`src/verilog/noun_eq_params.svh`:
```
`ifndef NOUN_EQ_PARAMS_SVH
`define NOUN_EQ_PARAMS_SVH

// Node word layout: two tag bits then hed and tel fields
`define NOUN_FIELD_W 8
`define NOUN_WORD_W 18

// Storage sizes
`define NOUN_DEPTH 256
`define NOUN_STACK_DEPTH 16

// Node pairs compared before the engine gives up
`define NOUN_VISIT_LIMIT 1024

// APB register map, byte offsets
`define NOUN_APB_AW 12
`define NOUN_REG_CTRL 12'h000
`define NOUN_REG_ROOTS 12'h004
`define NOUN_REG_STATUS 12'h008
`define NOUN_REG_VISITS 12'h00C
`define NOUN_NODE_BASE 12'h400

`endif

```
`src/verilog/pair_stack.sv`:
```
`timescale 1ns/1ps
`include "noun_eq_params.svh"

module pair_stack (
  input  logic                     clk,
  input  logic                     rst,
  input  logic                     clear,
  input  logic                     push,
  input  logic                     pop,
  input  logic [`NOUN_FIELD_W-1:0] push_a,
  input  logic [`NOUN_FIELD_W-1:0] push_b,
  output logic [`NOUN_FIELD_W-1:0] top_a,
  output logic [`NOUN_FIELD_W-1:0] top_b,
  output logic                     empty,
  output logic                     overflow
);

  localparam int PW = $clog2(`NOUN_STACK_DEPTH);

  logic [`NOUN_FIELD_W-1:0] stack_a [`NOUN_STACK_DEPTH];
  logic [`NOUN_FIELD_W-1:0] stack_b [`NOUN_STACK_DEPTH];
  logic [PW:0]              sp;
  logic [PW-1:0]            top_idx;
  logic                     full;

  assign full    = (sp == `NOUN_STACK_DEPTH);
  assign empty   = (sp == '0);
  assign top_idx = sp[PW-1:0] - 1'b1;
  assign top_a   = stack_a[top_idx];
  assign top_b   = stack_b[top_idx];

  // Pointer and sticky overflow, both dropped by clear at start
  always_ff @(posedge clk or negedge rst) begin
    if (!rst) begin
      sp       <= '0;
      overflow <= 1'b0;
    end else if (clear) begin
      sp       <= '0;
      overflow <= 1'b0;
    end else if (push) begin
      if (full) begin
        overflow <= 1'b1;
      end else begin
        sp <= sp + 1'b1;
      end
    end else if (pop && !empty) begin
      sp <= sp - 1'b1;
    end
  end

  always_ff @(posedge clk) begin
    if (push && !full) begin
      stack_a[sp[PW-1:0]] <= push_a;
      stack_b[sp[PW-1:0]] <= push_b;
    end
  end

endmodule

```
`config.mk`:
```
export PLATFORM = sky130hd
export DESIGN_NAME = pair_stack
export DESIGN_NICKNAME = d
export VERILOG_FILES = /design/src/verilog/pair_stack.sv
export VERILOG_INCLUDE_DIRS = /design/src /design/src/verilog
export SDC_FILE = /design/constraint.sdc
export NUM_CORES = 1
export LEC_CHECK = 0
export ABC_CLOCK_PERIOD_IN_PS = 8189
export BUFFER_PORTS_ARGS = -buffer_cell sky130_fd_sc_hd__clkbuf_2
export CORE_ASPECT_RATIO = 0.75
export CORE_MARGIN = 1.5
export CORE_UTILIZATION = 52
export CTS_CLUSTER_DIAMETER = 120
export DETAILED_ROUTE_END_ITERATION = 6
export PLACE_DENSITY = 0.69
export REMOVE_ABC_BUFFERS = 1
export SLEW_MARGIN = 20
export SYNTH_ARGS = -nofsm -noshare
export SYNTH_HDL_FRONTEND = slang
export SYNTH_SLANG_ARGS = --single-unit
```
`constraint.sdc`:
```
create_clock -name clk -period 8.19 [get_ports clk]
set_input_delay 0.4095 -clock clk [delete_from_list [all_inputs] [get_ports clk]]
set_output_delay 0.4095 -clock clk [all_outputs]
set_load 0.01 [all_outputs]
```
* Yosys cells after proc, flatten, opt, wreduce, memory -nomap -nowiden *
Memory sizes are Yosys's and may differ from the RTL's.
Index checks and enable logic that the tools add are counted.

word-level totals
  register bits after elaboration = 6
  RAM bits = 256
  input bits = 21
  memories = 2

memory list
  memory   depth  width  rd ports  clocked after Yosys merged registers in  write ports  RTL line          RTL
  stack_a  16     8      1         0                                        1            pair_stack.sv:20  logic [`NOUN_FIELD_W-1:0] stack_a [`NOUN_STACK_DEPTH];
  stack_b  16     8      1         0                                        1            pair_stack.sv:21  logic [`NOUN_FIELD_W-1:0] stack_b [`NOUN_STACK_DEPTH];

operators by class
  $add $sub $neg = 3
  eq/ne operators = 2
  muxes and demuxes = 9
  reductions and logical operators = 10

operator list
  operator                                           number
  2-to-1 mux 5 bit                                   4
  adder 5 x 1 -> 5 bit (second input constant)       1
  == test 5 bit (second input constant)              1
  zero test 5 bit                                    1
  2-to-1 mux 1 bit                                   5
  subtractor 5 x 1 -> 5 bit (second input constant)  1
  AND reduction 2 bit                                2
  nonzero test 2 bit                                 2
  subtractor 4 x 1 -> 4 bit (second input constant)  1
  != test 3 bit (second input constant)              1
  nonzero test 3 bit                                 1
  logical AND 1 bit                                  2
  zero test 1 bit                                    2

* Longest topological paths before layout *
Gate-level depths: netlist of the first run.

  depth in word-level cells = 6
  mapped depth = 10
  mapped depth without buffers = 6

* Least setup slack after synthesis of the first run *
No wires, ideal clock.

  path kind = register to register
  start = register sp[0]
  end = memory stack_a[0][0] (netlist name) (enable)
  arrival time = 2.217 ns
  data required time = 7.802 ns
  setup slack = 5.585 ns
  cell stages (with the launch flop) = 7
  cell sequence = dfrtp_1 buf_4 inv_1 ha_1 buf_4 or4b_4 nor2_1

between the ends
  longest elaborated chain between the ends = 5

ends and longest elaborated chain
  element                                 RTL line          RTL
  from (decl)                             pair_stack.sv:22  logic [PW:0] sp;
  from (signal assigned)                  pair_stack.sv:44  sp <= sp + 1'b1;
  from (signal assigned)                  pair_stack.sv:47  sp <= sp - 1'b1;
  == test 5 bit (no source line)          n/a
  zero test 1 bit                         pair_stack.sv:52  if (push && !full) begin
  logical AND 1 bit                       pair_stack.sv:52
  2-to-1 mux 1 bit                        pair_stack.sv:52
  2-to-1 mux 1 bit (not written as such)  pair_stack.sv:53  stack_a[sp[PW-1:0]] <= push_a;
  to (decl)                               pair_stack.sv:20

Parallel ways exist; a longest one is shown, timed or not.

* Worst setup path in the final report of the first run *
  start = register sp[0]
  end = output port top_b[0]

between the ends
  longest elaborated chain between the ends = 2

ends and longest elaborated chain
  element                    RTL line          RTL
  subtractor 4 x 1 -> 4 bit  pair_stack.sv:28  assign top_idx = sp[PW-1:0] - 1'b1;
  memory read (16 x 8 bit)   n/a
  to (decl)                  pair_stack.sv:13  output logic [`NOUN_FIELD_W-1:0] top_b,

No other way between the ends.

==> results of run 1 <==
-- cell usage in the layout, fill, tap and decap left out, drive strengths merged, types with 7 or more instances in the layout --
cell type  instances
mux4              32
nor2               7
nand2            114
mux2i             32
nand3             35
ha                 7
edfxtp           256
a32o              16
and2              16
clkbuf            73
clkinv             7
a221oi            16
buf                7
-- stage by stage --
stage               std cells  instance area, um^2  hold WS, ps  util, %  setup slack, ps
finish                    919                11700          174     59.6             3020
global route              919                11700          175     59.6             2770
CTS                       919                11600          154     59.6             3040
detailed placement        874                10900          249     55.7             3610
global placement          874                10900          246     55.7             3690
floorplan                 576                10300          114        -             3200
-- critical path, stage by stage, from the launching register on --
cell and delay, ps:
dfrtp_2 340, buf_4 610, inv_1 260, ha_1 970, buf_4 430, and2_1 900
a221oi_1 220, a32o_1 350, clkbuf_2 130
-- final cells by class --
cell class | instances | share of cell area, %
sequential | 262 | 67.2
multi-input combinational | 309 | 21.3
clock buffer | 35 | 6.05
tap | 253 | 2.72
timing repair buffer | 46 | 2.17
clock inverter | 9 | 0.386
inverter | 5 | 0.161
-- synth_stat cells (2+ instances only) --
cell	instances	area, um^2
a21o_1	3	22.5
a21oi_1	6	30.0
a221oi_1	16	140
a32o_1	16	160
and2_1	16	100
and3_1	2	12.5
buf_1	3	11.3
buf_2	13	65.1
buf_4	5	37.5
buf_6	3	33.8
clkbuf_1	9	33.8
dfrtp_1	6	150
edfxtp_1	256	7690
ha_1	7	87.6
inv_1	5	18.8
mux2i_1	32	320
mux4_2	32	721
nand2_1	114	428
nand3_1	35	175
nor2_1	7	26.3
nor3b_1	2	15.0
o21ai_0	2	10.0
xnor2_1	2	17.5
xor2_1	2	17.5
-- worst max path at each step --
stage / start / to / cells past startpoint
detailed placement: sp[0] / top_b[0] / 8
finish: sp[0] / top_b[0] / 8
CTS: sp[0] / top_b[0] / 8
global placement: sp[0] / top_b[0] / 9
global route: sp[0] / top_b[0] / 8
floorplan: sp[0] / top_a[0] / 6
-- cell families after synthesis --
group	count (synthesis)	share of synthesized area [%]
flops	262	74.8
simple gates	184	7.80
mux	65	10.0
compound gates	47	3.79
buf+inv	38	1.91
fa+ha+maj	8	1.03
xor+xnor	5	0.597
-- registers in the layout (all words and copies together), names as in the netlist --
| name | cells |
|---|---|
| stack_a | 128 |
| stack_b | 128 |
| sp | 5 |
| overflow | 1 |
-- power by group through the flow --
stage | combinational, mW | sequential [mW] | clock, mW
final | 1.54 | 1.62 | 1.06
after global routing | 1.67 | 1.63 | 1.13
after global placement | 1.51 | 1.64 | 0
after CTS | 1.54 | 1.62 | 1.08
after detailed placement | 1.53 | 1.65 | 0
after floorplan | 1.01 | 1.65 | 0
-- per-layer routing --
layer | part of all wire (%) | track usage [%]
met5 | 0 | 0
met4 | 2.2 | 5.56
met3 | 7.2 | 3.21
met2 | 48 | 35.1
met1 | 43 | 30.3
==> impl_metrics.csv, run 1 <==
group,metric,value,unit
flow_run,cap_violations,0,
clock_network,cts_sinks,262,
global_route,grt_start_max_net_pins,59,
pwr,p_int,2.77,mW
finish,multi_input_area,0.00248,mm^2
floorplan,die_w,167,um
placed_design,numPortBuffers,38,
worst_setup_path,arrival,4760,ps
clock_network,cts_setup_buffers,0,
pwr,switching_share,34.4,%
worst_setup_path,r2r_cells,5,
timing,setup_tns,0,ps
clock_network,clk_latency,520,ps
clock_network,cts_root_buffer,"clkbuf_16",
routing,drc,0,
clock_network,cts_hold_repair.buffers,1,
min_path,whs_path_depth,2,
global_route,grt_pass1_vias,5521,
timing,period_share,63.1,%
worst_setup_path,critical_path.endpoint_type,"primary output",
pwr,power.leakage,3.99,nW
min_path,min_from,"clear",
synthesis,synth_area,0.0105,mm^2
status,outcome,"finished, final reports clean",
finish,area_growth,11.3,%
floorplan,rows,44,
worst_setup_path,startpoint_type,"flop",
finish,fin_nets,679,
synthesis,ys.flop_type,"edfxtp_1",
routing,first_pass_iters,5,
synthesis,seq_area_frac_synth,74.8,%
timing,fin_skew,11.0,ps
worst_setup_path,required,7780,ps
pwr,pwr-share-seq,38.4,%
pwr,power_frac_comb,36.4,%
finish,drive_above_1_share,18.3,%
routing,routedWlPerCell,23.9,um
worst_setup_path,r2r_end,"stack_b[3][7]",
placed_design,dp_hpwl,11800,um
clock_network,cts_tree,"yes",
floorplan,die_area,0.0210,mm^2
global_route,grt_pass1_wl,33000,um
timing,maxSlewHeadroom,25.4,%
synthesis,ys_ff_latch,262,
floorplan,core_area,0.0195,mm^2
clock_network,cts_resized,0,
routing,drt-total-wl,22000,um
routing,dr_total_vias,5518,
global_route,grt_util_all_layers,21.3,%
timing,fin_crit,5170,ps
floorplan,pin_count,39,
synthesis,avgSynthCellArea,17.2,um^2
synthesis,synthCells,609,
timing,final_max_slew_viol_count,0,
placed_design,routabilityCongestion,0.762,
min_path,hold-path-endpoint,"sp[1]",
worst_setup_path,rrSetupSlack,4820,ps
pwr,powerDensity,362,mW/mm^2
min_path,hold_path.class,"input port to flop",
floorplan,die_height,126,um
finish,antenna_cells,0,
routing,drtIter0Drc,642,
worst_setup_path,worst-path-max-fanout,42,
global_route,gr-total-overflow,0,
routing,ant_nets,0,
pwr,vdd_ir_drop_max,0.242,mV
finish,n_fill_cell,1432,
synthesis,ys_types,39,
timing,final-hold-violation-count,0,
finish,regArea,0.00784,mm^2
pwr,finalPower,4.22,mW
synthesis,async_flop_share,2.29,%
timing,rsz0062_at_grt,"false",
clock_network,clk_pin_slew,60,ps
clock_network,htree_levels,1,
timing,tightest_slew,1120,ps
timing,setup_viol,0,
synthesis,yosys_warnings,0,
clock_network,cts_buffer_depth,3,
worst_setup_path,crit_type,"flop to primary output",
synthesis,synth_edf_count,256,
pwr,pwr-share-clk,25.2,%
routing,routed_via_density,6.00,
floorplan,start_util,53.6,%
timing,fmax,194,MHz
worst_setup_path,r2r_start,"sp[0]",
clock_network,cts_buffers,26,
pwr,switching_power,1.45,mW
global_route,antenna_found_initial,0,
Power figures use the tool's default switching activity.
==> run 2: changes to the inputs <==
--- a/config.mk
+++ b/config.mk
@@ -6,14 +6,14 @@
 export SDC_FILE = /design/constraint.sdc
 export NUM_CORES = 1
 export LEC_CHECK = 0
-export ABC_CLOCK_PERIOD_IN_PS = 8189
+export ABC_CLOCK_PERIOD_IN_PS = 4200
 export BUFFER_PORTS_ARGS = -buffer_cell sky130_fd_sc_hd__clkbuf_2
 export CORE_ASPECT_RATIO = 0.75
 export CORE_MARGIN = 1.5
 export CORE_UTILIZATION = 52
 export CTS_CLUSTER_DIAMETER = 120
 export DETAILED_ROUTE_END_ITERATION = 6
-export PLACE_DENSITY = 0.69
+export PLACE_DENSITY = 0.71
 export REMOVE_ABC_BUFFERS = 1
 export SLEW_MARGIN = 20
 export SYNTH_ARGS = -nofsm -noshare
==> constraint.sdc (replaced) <==
create_clock -name clk -period 4.2 [get_ports clk]
set_input_delay 0.21 -clock clk [delete_from_list [all_inputs] [get_ports clk]]
set_output_delay 0.21 -clock clk [all_outputs]
set_load 0.01 [all_outputs]
==> impl_metrics.csv, run 2 (same netlist as run 1, synthesis figures left out) <==
group,metric,value,unit
placed_design,dp_hpwl,12400,um
pwr,vdd_ir_drop_max,0.535,mV
global_route,grt_start_max_net_pins,81,
clock_network,clk_pin_slew,60,ps
global_route,antenna_found_initial,0,
clock_network,clk_latency,520,ps
timing,tightest_slew,1180,ps
floorplan,start_util,53.6,%
finish,final_cell_mix,"edfxtp_1, nand2_1, clkbuf_2",
worst_setup_path,crit_type,"flop to primary output",
pwr,powerDensity,703,mW/mm^2
timing,fin_crit,3400,ps
finish,final_cells,926,
routing,drt-total-wl,22300,um
worst_setup_path,required,3990,ps
routing,drtIter0Drc,616,
worst_setup_path,worst-path-max-fanout,32,
finish,fin_nets,686,
placed_design,dp.cells,881,
pwr,finalPower,8.22,mW
timing,maxSlewHeadroom,21.4,%
worst_setup_path,crit_family,"buffers and inverters",
worst_setup_path,critical_path.endpoint_type,"primary output",
worst_setup_path,cp_slowest_stage_delay,700,ps
min_path,hold_path.class,"input port to async pin",
global_route,gr-total-overflow,0,
status,outcome,"finished, final reports clean",
placed_design,numPortBuffers,38,
finish,area_growth,11.6,%
timing,setup_viol,0,
finish,antenna_cells,0,
timing,rsz0062_at_grt,"false",
flow_run,cap_violations,0,
clock_network,htree_levels,1,
clock_network,cts_root_buffer,"clkbuf_16",
placed_design,dpl_worst_slack,1320,ps
routing,dr_total_vias,5656,
clock_network,cts_buffer_depth,3,
routing,ant_nets,0,
clock_network,cts_sinks,262,
timing,worst_slack,798,ps
floorplan,rows,44,
routing,drc,0,
floorplan,die_height,126,um
floorplan,pin_count,39,
timing,fin_skew,13.4,ps
timing,final_max_slew_viol_count,0,
global_route,grt_pass1_vias,5642,
routing,first_pass_iters,6,
clock_network,cts_tree,"yes",
timing,period_share,81.0,%
floorplan,die_area,0.0210,mm^2
finish,drive_above_1_share,18.3,%
clock_network,cts_resized,0,
worst_setup_path,startpoint_type,"flop",
timing,fmax,294,MHz
pwr,power.leakage,4.03,nW
global_route,grt_util_all_layers,21.9,%
worst_setup_path,path_buf_inv,3,
routing,routedWlPerCell,24.1,um
worst_setup_path,arrival,3190,ps
floorplan,die_w,167,um
finish,mostFrequentLayoutCell,"edfxtp_1",
global_route,grt_pass1_wl,33900,um
worst_setup_path,crit_path_cell_trace,"inv_1 -> ha_1 -> xnor2_2 -> buf_4 -> nand2_1 -> nand3_1 -> a32o_1 -> clkbuf_2",
worst_setup_path,slowest_stage,"xnor2_2",
routing,routed_via_density,6.11,
placed_design,routabilityCongestion,0.816,
floorplan,core_area,0.0195,mm^2
timing,final-hold-violation-count,0,
clock_network,cts_buffers,24,
==> run 2: area by class of cell <==
type | count | area, um^2
flip-flops and latches | 262 | 7840
clock buffers | 37 | 659
multi-input cells | 309 | 2460
fillers | 1429 | 7850
well taps | 253 | 317
repair buffers | 55 | 343
clock inverters | 5 | 58.8
inverters | 5 | 18.8
==> run 2: worst paths after layout <==
| kind | start | endpoint | slack, ps | cells after the start |
|---|---|---|---|---|
| min in group clk | pop | sp[3] | 70 | 4 |
| hold / removal | rst | sp[1] | 60 | 2 |
| max in group asynchronous | rst | sp[0] | 3970 | 2 |
| setup / recovery | sp[1] | top_b[5] | 800 | 8 |
| hold reg to reg | overflow | overflow | 510 | 2 |
| setup reg to reg | sp[0] | stack_a[7][2] | 1580 | 3 |
==> run 2: stage by stage <==
stage          hold WS (ps)  setup TNS (ps)  instance area [um^2]  util [%]
2_1_floorplan         -85.6           -9500                 10300         -
3_3_place_gp           45.2               0                 10900      56.0
3_5_place_dp           48.4               0                 10900      56.0
4_1_cts                32.8               0                 11700      59.7
5_1_grt                72.3               0                 11700      59.8
6_report               62.3               0                 11700      59.8
==> run 2: metal layers <==
layer  wire length, um  vias up  GRT usage (%)
met5                 0        -              0
met4               420        0           5.45
met3              1740       36           3.77
met2             10600      264           35.0
met1              9510     2885           31.7
li1                  -     2471              -
==> run 2: timing repair <==
action | in CTS | in global routing
setup buffers | 0 | 0
endpoints found under the hold margin | 10 | 0
hold buffers | 2 | 0
==> run 2: worst reg2reg max path, stage by stage (launching register included) <==
cell and delay, ps:
dfrtp_2 350, buf_4 620, ha_1 320, and2_1 930
==> run 2: power by group <==
part | internal [mW] | switching [mW]
sequential | 3.08 | 0.0819
combinational | 1.18 | 1.85
clock | 1.14 | 0.896
total | 5.39 | 2.83
==> run 3: changes to the inputs <==
--- a/config.mk
+++ b/config.mk
@@ -6,7 +6,7 @@
 export SDC_FILE = /design/constraint.sdc
 export NUM_CORES = 1
 export LEC_CHECK = 0
-export ABC_CLOCK_PERIOD_IN_PS = 4200
+export ABC_CLOCK_PERIOD_IN_PS = 2900
 export BUFFER_PORTS_ARGS = -buffer_cell sky130_fd_sc_hd__clkbuf_2
 export CORE_ASPECT_RATIO = 0.75
 export CORE_MARGIN = 1.5
==> constraint.sdc (replaced) <==
create_clock -name clk -period 2.9 [get_ports clk]
set_input_delay 0.145 -clock clk [delete_from_list [all_inputs] [get_ports clk]]
set_output_delay 0.145 -clock clk [all_outputs]
set_load 0.01 [all_outputs]
==> impl_metrics.csv, run 3 (same netlist as run 1, synthesis figures left out) <==
group,metric,value,unit
worst_setup_path,arrival,2630,ps
clock_network,cts_sinks,262,
worst_setup_path,critical_path.endpoint_type,"primary output",
timing,worst_slack,120,ps
floorplan,core_area,0.0195,mm^2
timing,setup_tns,0,ps
finish,mostFrequentLayoutCell,"edfxtp_1",
min_path,hold_path.class,"input port to flop",
status,outcome,"finished, final reports clean",
timing,fin_skew,14.7,ps
placed_design,dp.cells,909,
worst_setup_path,crit_type,"flop to primary output",
routing,drtIter0Drc,799,
timing,final-hold-violation-count,0,
routing,wl_met3,2000,um
pwr,finalPower,13.5,mW
timing,period_share,95.9,%
placed_design,routabilityCongestion,0.794,
finish,fin_nets,728,
floorplan,die_area,0.0210,mm^2
clock_network,cts_buffer_depth,3,
flow_run,cap_violations,0,
routing,first_pass_iters,5,
pwr,powerDensity,1090,mW/mm^2
timing,fin_crit,2780,ps
timing,fmax,360,MHz
finish,final_cell_mix,"edfxtp_1, nand2_1, buf_4",
routing,top_layer,"met5",
pwr,power.leakage,4.39,nW
global_route,grt_pass1_vias,5945,
routing,drc,0,
global_route,grt_start_max_net_pins,51,
finish,n_fill_cell,1336,
global_route,grt_util_all_layers,22.7,%
finish,final_cells,972,
worst_setup_path,required,2760,ps
placed_design,dpl_worst_slack,448,ps
routing,ant_nets,0,
timing,rsz0062_at_grt,"false",
floorplan,die_height,126,um
finish,antenna_cells,0,
routing,drt-met1-wl,10100,um
floorplan,pin_count,39,
routing,dr_total_vias,5916,
clock_network,htree_levels,1,
clock_network,cts_tree,"yes",
global_route,antenna_found_initial,1,
timing,maxSlewHeadroom,60.9,%
global_route,gr-total-overflow,0,
floorplan,rows,44,
finish,area_growth,18.1,%
routing,routed_via_density,6.09,
worst_setup_path,startpoint_type,"flop",
timing,setup_viol,0,
clock_network,clk_latency,540,ps
placed_design,dp_hpwl,13500,um
global_route,grt_pass1_wl,35100,um
finish,drive_above_1_share,24.5,%
worst_setup_path,worst-path-max-fanout,12,
timing,timing.hold.ws,12.9,ps
floorplan,start_util,53.6,%
clock_network,cts_buffers,26,
clock_network,clk_pin_slew,70,ps
clock_network,cts_root_buffer,"clkbuf_16",
placed_design,numPortBuffers,38,
routing,drt-total-wl,24200,um
routing,wl_met2,11400,um
pwr,vdd_ir_drop_max,0.615,mV
timing,tightest_slew,581,ps
routing,routedWlPerCell,24.9,um
timing,final_max_slew_viol_count,0,
floorplan,die_w,167,um
run 3: changes by cell type in the layout (fill, tap and decap cells not counted), sizes merged:
cell,delta
buf,+34
bufinv,+7
clkbuf,-5
clkinv,+3
clkinvlp,+3
dlygate4sd3,+3
inv,+1
run 3: layout make-up:
| cell class | count | area, um^2 | share of cell area, % |
|---|---|---|---|
| well taps | 253 | 317 | 2.56 |
| flip-flops and latches | 262 | 7840 | 63.4 |
| multi-input cells | 309 | 2470 | 19.9 |
| inverters | 5 | 18.8 | 0.152 |
| clock buffers | 29 | 662 | 5.35 |
| clock inverters | 19 | 315 | 2.55 |
| repair buffers | 95 | 753 | 6.09 |
run 3: final timing paths:
path | start | end | slack [ps] | cells after the start
worst max register to register | sp[2] | stack_a[2][3] | 650 | 5
min in group asynchronous | rst | sp[4] | 560 | 3
max in group asynchronous | rst | sp[1] | 2090 | 3
worst min register to register | overflow | overflow | 510 | 2
worst min-delay path | push_a[7] | stack_a[15][7] | 10 | 1
worst max-delay path | sp[0] | top_a[0] | 120 | 9
run 3: power breakdown:
part / total (mW) / leakage, nW / switching (mW) / internal [mW]
Sequential: 4.56 / 2.39 / 0.103 / 4.45
Clock: 3.78 / 0.468 / 1.41 / 2.37
Combinational: 5.15 / 1.54 / 2.97 / 2.18
run 3: worst max-delay path, stage by stage, from the launching register on:
cell	delay [ps]
dfrtp_2	460
inv_2	130
ha_4	170
xor2_4	290
buf_12	150
clkbuf_16	180
mux2i_1	220
a221oi_1	90
a32o_1	280
clkbuf_2	130
run 3: routing by layer:
metal,vias to the layer above,track usage (%)
met4,2,7.86
met2,270,36.2
met3,55,4.02
met1,3022,32.2
li1,2567,-
met5,-,0
run 3: timing repair:
action	CTS	global route
resized for setup	4	6
buffers inserted	1	6
hold buffers	5	0
hold endpoints to repair	12	0
setup endpoints to repair	16	16
cloned	0	3
run 3: metrics by stage:
step	area [um^2]	util (%)
2_1_floorplan	10300	-
3_3_place_gp	11200	57.2
3_5_place_dp	11200	57.2
4_1_cts	12200	62.5
5_1_grt	12400	63.3
6_report	12400	63.3
